**config.mk**
```make
export PLATFORM = sky130hd
export DESIGN_NAME = udp_stream_top
export DESIGN_NICKNAME = d
export VERILOG_FILES = /design/src/source/udp_stream_pkg.sv /design/src/source/frame_sender.sv /design/src/source/ip_checksum.sv /design/src/source/send_timer.sv /design/src/source/udp_regs.sv /design/src/source/udp_stream_top.sv
export VERILOG_INCLUDE_DIRS = /design/src /design/src/include
export SDC_FILE = /design/constraint.sdc
export NUM_CORES = 1
export LEC_CHECK = 0
export BUFFER_PORTS_ARGS = -buffer_cell sky130_fd_sc_hd__buf_2
export CAP_MARGIN = 20
export CORE_ASPECT_RATIO = 0.75
export CORE_MARGIN = 1
export CORE_UTILIZATION = 45
export CTS_CLUSTER_SIZE = 16
export DETAILED_ROUTE_END_ITERATION = 6
export SLEW_MARGIN = 20
export SYNTH_ARGS = -nofsm -noshare
export SYNTH_HDL_FRONTEND = slang
export SYNTH_SLANG_ARGS = --single-unit
```
**constraint.sdc**
```tcl
create_clock -name m00_axis_aclk -period 54.5 [get_ports m00_axis_aclk]
set_input_delay 2.725 -clock m00_axis_aclk [delete_from_list [all_inputs] [get_ports m00_axis_aclk]]
set_output_delay 2.725 -clock m00_axis_aclk [all_outputs]
set_load 0.005 [all_outputs]
```
**src/include/udp_stream_cfg.svh**
```systemverilog
`ifndef UDP_STREAM_CFG_SVH
`define UDP_STREAM_CFG_SVH

// Frame geometry
`define UDP_PAYLOAD_HALFWORDS 16
`define UDP_FRAME_BYTES (42 + 2 * `UDP_PAYLOAD_HALFWORDS)
`define UDP_BEATS ((`UDP_FRAME_BYTES + 7) / 8)

// Stream and register widths
`define UDP_DATA_W 64
`define UDP_KEEP_W 8
`define UDP_REG_ADDR_W 6
`define UDP_REG_W 32

// Register map
`define UDP_ADDR_SENT 6'h00
`define UDP_ADDR_STATUS 6'h04
`define UDP_ADDR_DELAY 6'h08
`define UDP_ADDR_DMAC_LO 6'h0C
`define UDP_ADDR_DMAC_HI 6'h10
`define UDP_ADDR_SIP 6'h14
`define UDP_ADDR_DIP 6'h18
`define UDP_ADDR_SPORT 6'h1C
`define UDP_ADDR_DPORT 6'h20

// Power-up header contents
`define UDP_DEFAULT_DELAY 32'd10000000
`define UDP_SRC_MAC 48'h001A_2B3C_4D5E
`define UDP_DEFAULT_SIP 32'hC0A8_0463 // 192.168.4.99
`define UDP_DEFAULT_DIP 32'hC0A8_0401 // 192.168.4.1
`define UDP_DEFAULT_PORT 16'd60133

`endif

```
**src/source/udp_stream_pkg.sv**
```systemverilog
`default_nettype none

`include "udp_stream_cfg.svh"

package udp_stream_pkg;

    // Programmable part of the frame header
    typedef struct packed {
        logic [47:0] dst_mac;
        logic [31:0] src_ip;
        logic [31:0] dst_ip;
        logic [15:0] src_port;
        logic [15:0] dst_port;
    } hdr_cfg_t;

    // Register write word, seen either as bytes or as a 16-bit field
    typedef union packed {
        logic [0:3][7:0] addr; // addr[0] is the most significant byte
        struct packed {
            logic [15:0] unused;
            logic [15:0] low;
        } half;
    } reg_word_u;

    // One stream beat
    typedef struct packed {
        logic [`UDP_DATA_W-1:0] tdata;
        logic [`UDP_KEEP_W-1:0] tkeep;
        logic tlast;
    } axis_beat_t;

    // Test pattern 0, 255, 1, 254, 2, 253 ...
    function automatic logic [15:0] payload_half(input int unsigned j);
        if (j[0] == 1'b0) begin
            return 16'(j >> 1); // Even halfwords count up
        end else begin
            return 16'(255 - ((j - 1) >> 1)); // Odd ones count down from 255
        end
    endfunction

endpackage

`default_nettype wire

```
**src/source/frame_sender.sv**
```systemverilog
`timescale 1ns/1ps
`default_nettype none

`include "udp_stream_cfg.svh"

module frame_sender (
    input  logic                       m00_axis_aclk,
    input  logic                       s00_axi_aresetn,
    input  logic                       send_trigger,
    input  logic                       csum_ready,
    input  udp_stream_pkg::hdr_cfg_t   hdr_cfg,
    input  logic [15:0]                csum,
    input  logic                       tready,
    output udp_stream_pkg::axis_beat_t stream,
    output logic                       tvalid,
    output logic                       busy,
    output logic [31:0]                sent_count
);

    import udp_stream_pkg::*;

    localparam int HDR_BYTES = 42;
    localparam int BEAT_W = $clog2(`UDP_BEATS);
    localparam int LAST_BYTES = `UDP_FRAME_BYTES - 8 * (`UDP_BEATS - 1);
    localparam logic [BEAT_W-1:0] LAST_IDX = BEAT_W'(`UDP_BEATS - 1);
    localparam logic [`UDP_KEEP_W-1:0] LAST_KEEP = ~({`UDP_KEEP_W{1'b1}} << LAST_BYTES);
    localparam logic [15:0] IP_LEN = 16'(28 + 2 * `UDP_PAYLOAD_HALFWORDS);
    localparam logic [15:0] UDP_LEN = 16'(8 + 2 * `UDP_PAYLOAD_HALFWORDS);

    logic active;
    logic start;
    logic last_beat;
    logic [BEAT_W-1:0] beat_idx;
    hdr_cfg_t hdr_q;   // Header frozen for the frame in flight
    logic [15:0] csum_q;
    logic [HDR_BYTES*8-1:0] hdr_vec;
    logic [`UDP_BEATS-1:0][`UDP_KEEP_W-1:0][7:0] frame;

    assign start = !active && send_trigger && csum_ready; // Otherwise the trigger is lost
    assign last_beat = (beat_idx == LAST_IDX);
    assign tvalid = active;
    assign busy = active;

    // Ethernet, IPv4 and UDP headers with the first byte on top
    assign hdr_vec = {hdr_q.dst_mac, `UDP_SRC_MAC, 16'h0800,
                      16'h4500, IP_LEN, 16'h0001, 16'h4000, 16'hFF11, csum_q,
                      hdr_q.src_ip, hdr_q.dst_ip,
                      hdr_q.src_port, hdr_q.dst_port, UDP_LEN, 16'h0000};

    always_comb begin
        logic [15:0] ph;
        frame = '0;
        for (int i = 0; i < HDR_BYTES; i++) begin
            frame[i / 8][i % 8] = hdr_vec[(HDR_BYTES - 1 - i) * 8 +: 8];
        end
        for (int j = 0; j < `UDP_PAYLOAD_HALFWORDS; j++) begin
            ph = payload_half(j);
            frame[(HDR_BYTES + 2 * j) / 8][(HDR_BYTES + 2 * j) % 8] = ph[7:0]; // Low byte first
            frame[(HDR_BYTES + 2 * j + 1) / 8][(HDR_BYTES + 2 * j + 1) % 8] = ph[15:8];
        end
    end

    always_comb begin
        stream.tdata = frame[beat_idx];
        stream.tkeep = last_beat ? LAST_KEEP : '1;
        stream.tlast = last_beat;
    end

    always_ff @(posedge m00_axis_aclk or negedge s00_axi_aresetn) begin
        if (!s00_axi_aresetn) begin
            active     <= 1'b0;
            beat_idx   <= '0;
            sent_count <= 32'd0;
        end else if (start) begin
            active   <= 1'b1;
            beat_idx <= '0;
        end else if (active && tready) begin
            if (beat_idx == '0) sent_count <= sent_count + 32'd1; // Counted on first beat
            if (last_beat) begin
                active   <= 1'b0;
                beat_idx <= '0;
            end else begin
                beat_idx <= beat_idx + 1'b1;
            end
        end
    end

    always_ff @(posedge m00_axis_aclk) begin
        if (start) begin
            hdr_q  <= hdr_cfg;
            csum_q <= csum;
        end
    end

endmodule

`default_nettype wire

```
**src/source/ip_checksum.sv**
```systemverilog
`timescale 1ns/1ps
`default_nettype none

`include "udp_stream_cfg.svh"

module ip_checksum (
    input  logic                     m00_axis_aclk,
    input  logic                     s00_axi_aresetn,
    input  udp_stream_pkg::hdr_cfg_t hdr_cfg,
    input  logic                     hdr_changed,
    output logic [15:0]              csum,
    output logic                     csum_ready
);

    localparam logic [15:0] IP_LEN = 16'(28 + 2 * `UDP_PAYLOAD_HALFWORDS);

    logic [3:0] step;  // 0..9 halfwords, 10 fold, 11 invert, 12 done
    logic [3:0] idx;
    logic [15:0] hw;
    logic [19:0] sum;  // Ten halfwords fit in 20 bits
    logic sum_done;

    assign idx = hdr_changed ? 4'd0 : step; // Change restarts at halfword 0
    assign csum_ready = sum_done && !hdr_changed;

    always_comb begin
        case (idx)
            4'd0:    hw = 16'h4500;
            4'd1:    hw = IP_LEN;
            4'd2:    hw = 16'h0001; // Identification
            4'd3:    hw = 16'h4000; // Don't fragment
            4'd4:    hw = 16'hFF11; // TTL 255, UDP
            4'd6:    hw = hdr_cfg.src_ip[31:16];
            4'd7:    hw = hdr_cfg.src_ip[15:0];
            4'd8:    hw = hdr_cfg.dst_ip[31:16];
            4'd9:    hw = hdr_cfg.dst_ip[15:0];
            default: hw = 16'h0000; // Checksum field itself counts as zero
        endcase
    end

    always_ff @(posedge m00_axis_aclk or negedge s00_axi_aresetn) begin
        if (!s00_axi_aresetn) begin
            step     <= 4'd0;
            sum_done <= 1'b0;
        end else if (hdr_changed) begin
            step     <= 4'd1;
            sum_done <= 1'b0;
        end else if (step != 4'd12) begin
            step     <= step + 4'd1;
            sum_done <= (step == 4'd11);
        end
    end

    always_ff @(posedge m00_axis_aclk) begin
        if (idx == 4'd0) sum <= {4'd0, hw};
        else if (idx < 4'd10) sum <= sum + {4'd0, hw};
        else if (idx == 4'd10) sum <= {4'd0, sum[15:0]} + {16'd0, sum[19:16]};
        else if (idx == 4'd11) csum <= ~(sum[15:0] + {15'd0, sum[16]}); // Last carry folded here
    end

endmodule

`default_nettype wire

```
**src/source/send_timer.sv**
```systemverilog
`timescale 1ns/1ps
`default_nettype none

module send_timer (
    input  logic        m00_axis_aclk,
    input  logic        s00_axi_aresetn,
    input  logic [31:0] packet_delay,
    input  logic        delay_written,
    output logic        send_trigger
);

    logic [31:0] count;

    always_ff @(posedge m00_axis_aclk or negedge s00_axi_aresetn) begin
        if (!s00_axi_aresetn) begin
            count        <= 32'd0;
            send_trigger <= 1'b0;
        end else if (delay_written) begin
            count        <= 32'd0; // New period starts from scratch
            send_trigger <= 1'b0;
        end else if ((packet_delay != 32'd0) && (count == packet_delay)) begin
            count        <= 32'd0;
            send_trigger <= 1'b1;
        end else begin
            count        <= count + 32'd1;
            send_trigger <= 1'b0;
        end
    end

endmodule

`default_nettype wire

```
**src/source/udp_regs.sv**
```systemverilog
`timescale 1ns/1ps
`default_nettype none

`include "udp_stream_cfg.svh"

module udp_regs (
    input  logic                            m00_axis_aclk,
    input  logic                            s00_axi_aresetn,
    input  logic                            reg_wr,
    input  logic                            reg_rd,
    input  logic [`UDP_REG_ADDR_W-1:0]      reg_addr,
    input  udp_stream_pkg::reg_word_u       reg_wdata,
    input  logic [31:0]                     sent_count,
    input  logic                            busy,
    output logic [`UDP_REG_W-1:0]           rd_data,
    output logic                            rd_valid,
    output udp_stream_pkg::hdr_cfg_t        hdr_cfg,
    output logic [31:0]                     packet_delay,
    output logic                            hdr_changed,
    output logic                            delay_written
);

    logic [31:0] mac_stage; // MAC bytes 2..5 waiting for the high half
    logic hdr_write;

    assign hdr_write = reg_wr && (reg_addr inside {`UDP_ADDR_DMAC_HI, `UDP_ADDR_SIP,
                                                   `UDP_ADDR_DIP, `UDP_ADDR_SPORT,
                                                   `UDP_ADDR_DPORT});

    assign delay_written = reg_wr && (reg_addr == `UDP_ADDR_DELAY); // Timer restart

    always_ff @(posedge m00_axis_aclk or negedge s00_axi_aresetn) begin
        if (!s00_axi_aresetn) begin
            hdr_cfg.dst_mac  <= '1; // Broadcast
            hdr_cfg.src_ip   <= `UDP_DEFAULT_SIP;
            hdr_cfg.dst_ip   <= `UDP_DEFAULT_DIP;
            hdr_cfg.src_port <= `UDP_DEFAULT_PORT;
            hdr_cfg.dst_port <= `UDP_DEFAULT_PORT;
            packet_delay     <= `UDP_DEFAULT_DELAY;
            mac_stage        <= '1;
            hdr_changed      <= 1'b0;
        end else begin
            hdr_changed <= hdr_write;
            if (reg_wr) begin
                case (reg_addr)
                    `UDP_ADDR_DELAY:   packet_delay <= reg_wdata;
                    `UDP_ADDR_DMAC_LO: mac_stage <= reg_wdata.addr;
                    // High half commits the whole MAC in one go
                    `UDP_ADDR_DMAC_HI: hdr_cfg.dst_mac <= {reg_wdata.half.low, mac_stage};
                    `UDP_ADDR_SIP:     hdr_cfg.src_ip <= reg_wdata.addr;
                    `UDP_ADDR_DIP:     hdr_cfg.dst_ip <= reg_wdata.addr;
                    `UDP_ADDR_SPORT:   hdr_cfg.src_port <= reg_wdata.half.low;
                    `UDP_ADDR_DPORT:   hdr_cfg.dst_port <= reg_wdata.half.low;
                    default: ;
                endcase
            end
        end
    end

    // Read data lands one cycle after the strobe
    always_ff @(posedge m00_axis_aclk or negedge s00_axi_aresetn) begin
        if (!s00_axi_aresetn) begin
            rd_data  <= '0;
            rd_valid <= 1'b0;
        end else begin
            rd_valid <= reg_rd;
            if (reg_rd) begin
                case (reg_addr)
                    `UDP_ADDR_SENT:    rd_data <= sent_count;
                    `UDP_ADDR_STATUS:  rd_data <= {31'd0, busy};
                    `UDP_ADDR_DELAY:   rd_data <= packet_delay;
                    `UDP_ADDR_DMAC_LO: rd_data <= hdr_cfg.dst_mac[31:0];
                    `UDP_ADDR_DMAC_HI: rd_data <= {16'd0, hdr_cfg.dst_mac[47:32]};
                    `UDP_ADDR_SIP:     rd_data <= hdr_cfg.src_ip;
                    `UDP_ADDR_DIP:     rd_data <= hdr_cfg.dst_ip;
                    `UDP_ADDR_SPORT:   rd_data <= {16'd0, hdr_cfg.src_port};
                    `UDP_ADDR_DPORT:   rd_data <= {16'd0, hdr_cfg.dst_port};
                    default:           rd_data <= '0;
                endcase
            end
        end
    end

endmodule

`default_nettype wire

```
**src/source/udp_stream_top.sv**
```systemverilog
`timescale 1ns/1ps
`default_nettype none

`include "udp_stream_cfg.svh"

module udp_stream_top (
    input  logic                       m00_axis_aclk,
    input  logic                       s00_axi_aresetn,
    input  logic                       reg_wr,
    input  logic                       reg_rd,
    input  logic [`UDP_REG_ADDR_W-1:0] reg_addr,
    input  udp_stream_pkg::reg_word_u  reg_wdata,
    output logic [`UDP_REG_W-1:0]      rd_data,
    output logic                       rd_valid,
    output udp_stream_pkg::axis_beat_t stream,
    output logic                       tvalid,
    input  logic                       tready
);

    import udp_stream_pkg::*;

    hdr_cfg_t hdr_cfg;
    logic [31:0] packet_delay;
    logic hdr_changed;
    logic delay_written;
    logic [15:0] csum;
    logic csum_ready;
    logic send_trigger;
    logic [31:0] sent_count;
    logic busy;

    udp_regs regs_i (
        .m00_axis_aclk, .s00_axi_aresetn,
        .reg_wr, .reg_rd, .reg_addr, .reg_wdata,
        .sent_count, .busy,
        .rd_data, .rd_valid,
        .hdr_cfg, .packet_delay, .hdr_changed, .delay_written
    );

    ip_checksum csum_i (
        .m00_axis_aclk, .s00_axi_aresetn,
        .hdr_cfg, .hdr_changed,
        .csum, .csum_ready
    );

    send_timer timer_i (
        .m00_axis_aclk, .s00_axi_aresetn,
        .packet_delay, .delay_written,
        .send_trigger
    );

    frame_sender sender_i (
        .m00_axis_aclk, .s00_axi_aresetn,
        .send_trigger, .csum_ready, .hdr_cfg, .csum, .tready,
        .stream, .tvalid, .busy, .sent_count
    );

endmodule

`default_nettype wire

```
==> impl_results.md, run 1 <==
* Slew HR at 21.4%
* Fin nets at 2,163
* Hold Path Class: reg2reg
* Setup_tns at 0 ns
* Setup Fix Bufs, Post-CTS at 0
* Post-synth ARST share at between 60% and 70%
* Total Routing Usage GR at 29.1%
* Synth Cell Area at about 24,000 um2
* Most frequent cells in the layout: 192 x edfxtp_1, 190 x dfrtp_1, 163 x nor2_1
* First-pass GRT wire length at around 110 mm
* H-tree depth at 2
* Synth area leader: edfxtp_1
* Die Outline Area at 54,100 um2
* Vias/cell at roughly 6.0
* Leakage power at 11.2 nW
* Top-area cell type share of the netlist area at 24.1%
* Final Cell Area at 27,100 um2
* CTS root buf: clkbuf_16
* Ys flop type: edfxtp_1
* Core area at 52,000 um2
* Initial Utilization at 46.0%
* Max Freq at roughly 150 MHz
* Initial antenna violation count at 5
* Remaining DRCs at 0
* Synth warn at 0
* Max Transition Viols Final at 0
* Clock tree sinks at 513
* Yosys cell types at 75
* WP data required at 51.78 ns
* I/O pin cnt at 150
* Worst-path clk slew at 0.07 ns
* RSZ-0062 raised after global routing: false
* Power, Total at 1.13 mW
* Max Fanout on Critical Path at 24
* Total CTS buffers at 50
* Aggregate routed wire length at between 70 and 80 mm
* Status: complete, no violations
* Gates resized, CTS repair at 0
* Port-buffer cells at 147
* Initial DRC Count at around 2,300
* Avg WL per Cell at 27.5 um
* Hold-fix buffers, CTS at 0
* Crit. End Element: primary output
* Number of global-route vias before repair at 16,600
* Global placer's final weighted congestion at approximately 0.91
* Largest net degree at the start of global routing at 80
* Clock Path Buffers at 3
* Cells after synthesis at 1,976
* DP Area at 25,400 um2
* Die Wd at 268 um
* Seq cells post-synth at 513
* Crit path time final at 6.70 ns
* Max Cap Viol at 0
* Global route total overflow at 0
* HPWL Detailed at 54.0 mm
* ANT nets after route at 0
* Fin. Hold Viols at 0
* Vias at 17,100
* Drt first pass iters at 6
* Commonest non-fill, non-tap cell in the layout: edfxtp_1
* Synth top area cells: edfxtp_1 24%, dfrtp_1 20%, dfstp_2 14%
* Seq/Total Area, Yosys at 58.3%
* Count of final setup violators at 0
* CTS tree: yes
* Share of post-route cells with drive strength above 1 at 27.8%
* Number of synthesized flops with an enable pin at 192
* Startpoint types: register
* Pwr dens at between 40 and 50 nW/um2
* Layout area overhead at 13.2%
* FP Rows at 72
* Critical path arrival at 3.98 ns
* Period utilization at 12.3%
* Die height at around 200 um
* Fillers at approximately 4,500
* Worst slew pin tran at 1.17 ns
* Peak VDD IR at 0.0000272 V
* Layout Utilization at 52.1%
* Clock skew at roughly 0.033 ns
* Crit path kind: reg2out
* Worst-skew pair later-pin latency at 0.62 ns
* Synthesized area per cell at 12.1 um2
## sequential cells by signal, summed over array words and instances, names as in the netlist
register and cells:
sender_i.sent_count 32, csum_i.csum 16, timer_i.send_trigger 1, regs_i.rd_valid 1
sender_i.beat_idx 4, regs_i.mac_stage 32, csum_i.sum 20, regs_i.rd_data 32
sender_i.frame 144, csum_i.step 4, sender_i.busy 1, csum_i.sum_done 1
timer_i.count 32, regs_i.hdr_changed 1, sender_i.csum_q 16, regs_i.packet_delay 32
regs_i.hdr_cfg 144
## worst paths after layout
path / start / endpoint / slack, ns / cells after the start
worst max-delay path: sender_i.beat_idx[1] / stream[42] / 47.80 / 6
worst min-delay path: csum_i.csum[10] / sender_i.csum_q[10] / 0.42 / 0
worst max register to register: csum_i.step[1] / csum_i.sum[16] / 49.75 / 14
worst min register to register: csum_i.csum[10] / sender_i.csum_q[10] / 0.42 / 0
max in group asynchronous: s00_axi_aresetn / regs_i.rd_data[4] / 50.45 / 3
min in group asynchronous: s00_axi_aresetn / regs_i.hdr_cfg[91] / 2.02 / 1
## cell type report
class	instances	area, um2	share of cell area [%]
Inverter	70	263	0.970
Tap cell	703	880	3.25
Sequential cell	513	13900	51.5
Multi-Input combinational cell	1276	9260	34.2
Antenna cell	3	7.51	0.0277
Clock buffer	74	1420	5.25
Clock inverter	20	280	1.03
Timing Repair Buffer	182	1040	3.83
## kinds of logic (layout without fill, tap and decap cells)
kind of cell / after synthesis / after routing / synth area share, %
compound gates: 387 / 387 / 10.9
buf+inv: 188 / 346 / 3.35
fa+ha+maj: 27 / 27 / 1.48
flops: 513 / 513 / 58.3
xor+xnor: 130 / 130 / 4.76
other cells: 1 / 5 / 0.0157
mux: 233 / 233 / 11.2
simple gates: 497 / 497 / 10.0
## Yosys cell counts, types with 8 or more instances
library cell	count
nand3_1	65
clkbuf_1	69
mux2i_1	22
a221oi_1	23
a22o_1	15
xnor2_1	53
dfstp_2	125
a222oi_1	28
mux2_1	31
inv_1	70
buf_2	30
a22oi_1	53
a31oi_1	8
nor2_1	168
o21ai_0	68
dfrtp_1	192
nor3_1	24
a21oi_1	94
edfxtp_1	192
and3_1	36
a21o_1	27
nand4_1	20
ha_1	25
nand2_1	114
xor2_1	77
nor4_1	20
buf_4	11
o22ai_1	25
mux2_4	20
mux2_2	159
## report_power, final
part,switching (mW),internal [mW],leakage [nW]
registers,0.0549,0.454,5.67
clock network,0.157,0.207,0.825
logic,0.154,0.0999,4.69
total,0.366,0.760,11.2
## per-layer routing
metal	wire (um)	up-vias	GRT usage [%]
met4	1810	4	8.00
li1	-	7500	-
met2	33300	846	41.0
met5	28	-	0
met3	8190	117	7.20
met1	34800	8680	44.3
## stage by stage
step                hold slack (ns)  cells  worst slack [ns]
floorplan                     0.400   1977             37.13
global placement              0.402   2743             48.15
detailed placement            0.405   2744             48.48
global route                  0.424   2838             47.60
CTS                           0.416   2838             47.84
finish                        0.420   2841             47.80
## worst max-delay path, cell delays in order (launching register included)
cell      delay [ns]
dfrtp_1         0.79
inv_1           0.60
buf_4           0.42
nor2_1          0.91
a221oi_1        0.23
a211oi_1        0.22
buf_2           0.16
Note: power is estimated with default switching activity, not from simulation.
==> inputs of run 2 (changes only) <==
==> constraint.sdc (replaced) <==
create_clock -name m00_axis_aclk -period 6.2 [get_ports m00_axis_aclk]
set_input_delay 0.31 -clock m00_axis_aclk [delete_from_list [all_inputs] [get_ports m00_axis_aclk]]
set_output_delay 0.31 -clock m00_axis_aclk [all_outputs]
set_load 0.005 [all_outputs]
==> run 2 against run 1 <==
Net effect: the flow now finishes with violations (DRC); register-to-register slack got worse by 48 ns; sequential share of layout area down 0.16 points; global-route usage is 0.61 points lower; cell count increased by 0.14%; wire length down 2.1%; count of clock-buffer cells in the layout is 2 higher; first-iteration DRC count decreased by 27%; critical path type is now reg2reg.
==> impl_results.md, run 2 (synthesis gave the netlist of run 1 again) <==
* Most frequent cells in the layout: 192 x edfxtp_1, 190 x dfrtp_1, 164 x nor2_1
* Switching pwr at 3.20 mW (+770%)
* Fin. Hold Viols at 0 (unchanged)
* Most used cell, CP: nor2_1
* Hold-fix buffers, CTS at 10 (+10)
* Crit. End Element: register
* Pwr dens at 366 nW/um2 (+780%)
* Layout Utilization at 52.3% (+0.16 points)
* Peak VDD IR at 0.000217 V (+700%)
* First-pass GRT wire length at 113 mm (-1.8%)
* CTS root buf: clkbuf_16
* Slew HR at 23.2% (+1.8 points)
* Count of final setup violators at 0 (unchanged)
* Drt first pass iters at 7 (+1)
* Fin nets at 2,168 (+0.23%)
* Slowest cell on the critical path: nor2_1
* Setup Fix Bufs, Post-CTS at 0 (unchanged)
* Largest net degree at the start of global routing at 146 (+83%)
* HPWL Detailed at 53.7 mm (-0.61%)
* Metal3 WL at 6.66 mm (-19%)
* Global route total overflow at 0 (unchanged)
* H-tree depth at 2 (unchanged)
* FP Rows at 72 (unchanged)
* Highest routed layer: met4
* Total CTS buffers at 52 (+4.0%)
* Startpoint types: register
* FF+latch area at 13,900 um2 (unchanged)
* Max Cap Viol at 0 (unchanged)
* Max Freq at between 200 and 250 MHz
* Port-buffer cells at 147 (unchanged)
* Number of global-route vias before repair at 16,600 (+0.072%)
* Vias/cell at 6.05 (+0.19%)
* Clock tree sinks at 513 (unchanged)
* Initial Utilization at 46.0% (unchanged)
* Worst-path clk slew at 0.06 ns (about the same)
* Crit path kind: reg2reg
* Initial antenna violation count at 1 (-4)
* Avg WL per Cell at 26.9 um (-2.3%)
* Setup_tns at 0 ns (unchanged)
* Initial DRC Count at 1,704 (-27%)
* Worst-skew pair later-pin latency at 0.61 ns (about the same)
* M1 WL at 35.5 mm (+1.8%)
* Status: finished, violations left
* Power, Total at 9.94 mW (+780%)
* Fillers at 4,579 (+0.75%)
* Routed wl met2 at 32.6 mm (-2.1%)
* Clock skew at 0.0186 ns (-0.0142 ns)
* Footprint of the multi-input gates at 9250 um2 (about the same)
* Total Routing Usage GR at 28.5% (-0.61 points)
* Max Fanout on Critical Path at 16 (-33%)
* Layout area overhead at 13.6%
* I/O pin cnt at 150 (unchanged)
* DP Area at 25,300 um2 (-0.20%)
* Commonest non-fill, non-tap cell in the layout: edfxtp_1
* ANT nets after route at 0 (unchanged)
* Critical path arrival at 5.01 ns (+1.03 ns)
* Core area at 52,000 um2 (unchanged)
* Gates resized, CTS repair at 0 (unchanged)
* Worst path cell trace: nor2_1 -> nand2_1 -> nor2_1 -> a222oi_1 -> o31ai_1 -> ha_1 -> inv_1 -> fa_1 -> nor2b_1 -> o2111ai_1 -> a31oi_1 -> o21ai_0 -> a32o_1 -> a211o_1
* Clock Path Buffers at 3 (unchanged)
* WP data required at 6.69 ns (-45.09 ns)
* Worst slew pin tran at 1.15 ns (-0.0249 ns)
* Clk network pwr share at 32.7% (+0.4 points)
* Leakage power at 11.2 nW (+0.37%)
* Flop pwr share at 45.4% (+0.2 points)
* Failing checks: DRC
* Global placer's final weighted congestion at 0.931 (+2.5%)
* CTS tree: yes
* Period utilization at 72.8%
* Hold Path Class: in2reg
* Remaining DRCs at 1 (+1)
* Switching Share at 32.2% (-0.28 points)
* Critical path's largest stage delay at 0.79 ns (-0.12 ns)
* ANT cells at 0 (-3)
* Int Pwr at 6.74 mW (+790%)
* RSZ-0062 raised after global routing: false
* Die Wd at 268 um (unchanged)
* Aggregate routed wire length at 76.5 mm (-2.1%)
* Final Cell Area at 27,200 um2 (+0.30%)
* Die height at 202 um (unchanged)
* Vias at 17,200 (+0.33%)
* Crit path time final at between 4 and 5 ns
* Share of post-route cells with drive strength above 1 at 27.6% (-0.14 points)
* Logic pwr share at 21.9% (-0.7 points)
* Die Outline Area at 54,100 um2 (unchanged)
* Max Transition Viols Final at 0 (unchanged)
-- run 2: cell type report --
cell class | count | share of cell area, %
multi-input cells | 1276 | 34.1
repair buffers | 185 | 3.98
well taps | 703 | 3.24
inverters | 70 | 0.967
clock buffers | 76 | 5.54
flip-flops and latches | 513 | 51.3
clock inverters | 22 | 0.912
-- run 2: routing by layer --
| metal | global-route usage (%) | vias up |
|---|---|---|
| met5 | 0 | - |
| met4 | 7.02 | 0 |
| met3 | 5.01 | 99 |
| met2 | 40.9 | 816 |
| met1 | 44.4 | 8795 |
| li1 | - | 7494 |
-- run 2: worst max-delay path, delay by kind of cell, from the launching register on --
family,cells,cell delay [ns]
adder cells (fa/ha/maj),2,0.62
flip-flops,1,0.56
buffers and inverters,1,0.06
AO/OA/AOI/OAI,7,1.82
AND/OR/NAND/NOR,4,1.35
-- run 2: per-stage QoR --
step / worst slack, ns / hold slack [ns] / std cells
after floorplan: -0.174 / 0.0144 / 1977
after global placement: 1.85 / 0.402 / 2737
after detailed placement: 1.74 / 0.405 / 2737
after CTS: 1.72 / 0.00779 / 2845
after global routing: 1.16 / 0.0290 / 2845
final: 1.68 / 0.0253 / 2845
-- run 2: worst paths after layout --
check	depth (start not counted)	end	slack, ns	startpoint
setup / recovery	14	csum_i.sum[16]	1.68	regs_i.hdr_changed
hold / removal	2	regs_i.hdr_cfg[87]	0.03	reg_wdata[23]
setup reg to reg	14	csum_i.sum[16]	1.68	regs_i.hdr_changed
hold reg to reg	0	sender_i.csum_q[11]	0.41	csum_i.csum[11]
max in group asynchronous	3	regs_i.hdr_cfg[66]	4.44	s00_axi_aresetn
min in group asynchronous	2	regs_i.packet_delay[16]	0.40	s00_axi_aresetn
-- run 2: power groups by stage --
stage                     Combinational (mW)  Sequential, mW  Clock (mW)
final                                   2.18            4.51        3.25
after global routing                    2.42            4.54        3.44
after CTS                               2.17            4.49        3.30
after detailed placement                2.15            4.56           0
after global placement                  2.14            4.55           0
after floorplan                         1.54            4.25           0
==> inputs of run 3 (changes only) <==
==> constraint.sdc (replaced) <==
create_clock -name m00_axis_aclk -period 4.5 [get_ports m00_axis_aclk]
set_input_delay 0.225 -clock m00_axis_aclk [delete_from_list [all_inputs] [get_ports m00_axis_aclk]]
set_output_delay 0.225 -clock m00_axis_aclk [all_outputs]
set_load 0.005 [all_outputs]
==> run 3 against run 2 <==
Net effect: the flow still finishes with violations (DRC); flip-flop and latch count is the same; sequential power grew 38%; combinational power grew 42%; largest cell class unchanged; largest power group unchanged.
==> impl_results.md, run 3 (synthesis gave the netlist of run 1 again) <==
* Clock Path Buffers at 3 (unchanged)
* Max Transition Viols Final at 0 (unchanged)
* Gates resized, CTS repair at 0 (unchanged)
* Number of global-route vias before repair at 16,600 (-0.14%)
* Worst slew pin tran at 0.995 ns (-0.154 ns)
* FP Rows at 72 (unchanged)
* Share of post-route cells with drive strength above 1 at 27.7% (+0.084 points)
* Clock tree sinks at 513 (unchanged)
* Die height at 202 um (unchanged)
* Max Cap Viol at 0 (unchanged)
* Die Wd at 268 um (unchanged)
* Crit path kind: reg2reg
* Port-buffer cells at 147 (unchanged)
* ANT nets after route at 0 (unchanged)
* Failing checks: DRC
* CTS root buf: clkbuf_16
* H-tree depth at 2 (unchanged)
* Commonest non-fill, non-tap cell in the layout: edfxtp_1
* Layout area overhead at 14.6%
* Vias at 17,300 (+0.60%)
* Avg WL per Cell at 27.0 um (+0.31%)
* Final Cell Area at 27,400 um2 (+0.90%)
* Period utilization at 90.4% (+18 points)
* Max Freq at 246 MHz (+11%)
* Final std cells w/o fill at 2,872 (+0.95%)
* Global placer's final weighted congestion at 0.922 (-0.95%)
* Crit path time final at 4.07 ns (-0.449 ns)
* Remaining DRCs at 11 (+10)
* Crit. End Element: register
* Hold Path Class: in2reg
* Slew HR at 33.5% (+10 points)
* Pwr dens at 501 nW/um2 (+37%)
* Vias/cell at 6.03 (-0.35%)
* Total Routing Usage GR at 28.6% (+0.085 points)
* Initial Utilization at 46.0% (unchanged)
* Footprint of the multi-input gates at 9250 um2 (about the same)
* Max Fanout on Critical Path at 16 (unchanged)
* DP Area at 25,400 um2 (+0.46%)
* Dpl ws at 0.500 ns (-1.24 ns)
* Worst-skew pair later-pin latency at 0.58 ns (-0.03 ns)
* Dpl cells at 2,751 (+0.51%)
* Largest net degree at the start of global routing at 118 (-19%)
* Total CTS buffers at 51 (-1.9%)
* Initial antenna violation count at 2 (+1)
* Global route total overflow at 0 (unchanged)
* I/O pin cnt at 150 (unchanged)
* Count of final setup violators at 0 (unchanged)
* Startpoint types: register
* Fin nets at 2,196 (+1.3%)
* Fin. Hold Viols at 0 (unchanged)
* CTS tree: yes
* Most frequent cells in the layout: 192 x edfxtp_1, 190 x dfrtp_1, 164 x nor2_1
* WP data required at 4.97 ns (-1.72 ns)
* Peak VDD IR at 0.000292 V (+34%)
* Clock skew at 0.0112 ns (-0.00738 ns)
* Initial DRC Count at 2,037 (+20%)
* Drt first pass iters at 7 (unchanged)
* Leakage power at 11.3 nW (+1.0%)
* Hold-fix buffers, CTS at 24 (+14)
* HPWL Detailed at 54.6 mm (+1.7%)
* Fillers at 4,451 (-2.8%)
* FF+latch area at 13,900 um2 (unchanged)
* Worst-path clk slew at 0.06 ns (about the same)
* Aggregate routed wire length at 77.5 mm (+1.3%)
* Critical path arrival at 4.53 ns (-0.48 ns)
* Setup ws final at 0.432 ns (-1.25 ns)
* RSZ-0062 raised after global routing: false
* Core area at 52,000 um2 (unchanged)
* Setup Fix Bufs, Post-CTS at 0 (unchanged)
* Status: finished, violations left
* Die Outline Area at 54,100 um2 (unchanged)
* Power, Total at 13.7 mW (+38%)
* First-pass GRT wire length at 113 mm (+0.31%)
==> run 3: changes by cell type in the layout (fill, tap and decap cells not counted), sizes merged <==
cell and change:
dlygate4sd3 +15, clkbuf -1, diode +1, clkinvlp -1, buf +14, inv -6
clkinv +5
==> run 3: metal layers <==
| metal | track usage [%] | part of all wire [%] | up-vias | wire [um] |
|---|---|---|---|---|
| met5 | 0 | 0 | - | 0 |
| met1 | 44.5 | 46 | 8868 | 35500 |
| met3 | 4.99 | 8.7 | 101 | 6740 |
| met2 | 41.2 | 43 | 778 | 33500 |
| li1 | - | - | 7560 | - |
| met4 | 6.73 | 2.2 | 0 | 1680 |
==> run 3: path summary, 6_finish.rpt <==
check                              startpoint                      end  slack (ns)  cells after the start
max                        regs_i.hdr_changed           csum_i.sum[16]        0.43                     15
min                             reg_wdata[15]       regs_i.hdr_cfg[79]        0.03                      2
max reg2reg                regs_i.hdr_changed           csum_i.sum[16]        0.43                     15
min reg2reg                   csum_i.csum[11]      sender_i.csum_q[11]        0.41                      0
max in group asynchronous     s00_axi_aresetn        regs_i.rd_data[5]        3.08                      3
min in group asynchronous     s00_axi_aresetn  sender_i.sent_count[15]        0.30                      2
==> run 3: final cells by class <==
type                    count  share of cell area [%]
diodes                      1                 0.00913
clock buffers              75                    5.51
clock inverters            20                   0.794
inverters                  70                   0.959
multi-input cells        1276                    33.8
flip-flops and latches    513                    50.8
well taps                 703                    3.21
repair buffers            214                    4.92
==> run 3: worst max-delay path, cell delays in order (launching register included) <==
cell and delay (ns):
dfrtp_1 0.55, nor2_1 0.24, nand2_1 0.12, nor2_1 0.13
buf_4 0.22, a222oi_1 0.12, o31ai_1 0.12, ha_1 0.24
inv_1 0.06, fa_1 0.37, nor2b_1 0.24, o2111ai_1 0.22
a31oi_1 0.45, o21ai_0 0.28, a32o_1 0.31, a211o_1 0.28
==> run 3: through the flow <==
| step | utilization (%) | hold WS, ns | setup TNS [ns] |
|---|---|---|---|
| 3_5_place_dp | 48.9 | 0.322 | 0 |
| 6_report | 52.7 | 0.0254 | 0 |
| 5_1_grt | 52.7 | 0.00206 | 0 |
| 3_3_place_gp | 48.9 | 0.315 | 0 |
| 4_1_cts | 52.7 | 0.00378 | 0 |
| 2_1_floorplan | - | -0.0706 | -296.83 |
==> run 3: where the power goes <==
part,leakage [nW],internal (mW),switching (mW),total [mW]
sequential,5.67,5.50,0.718,6.21
combinational,4.82,1.25,1.83,3.09
clock,0.847,2.57,1.86,4.42
total,11.3,9.31,4.41,13.7
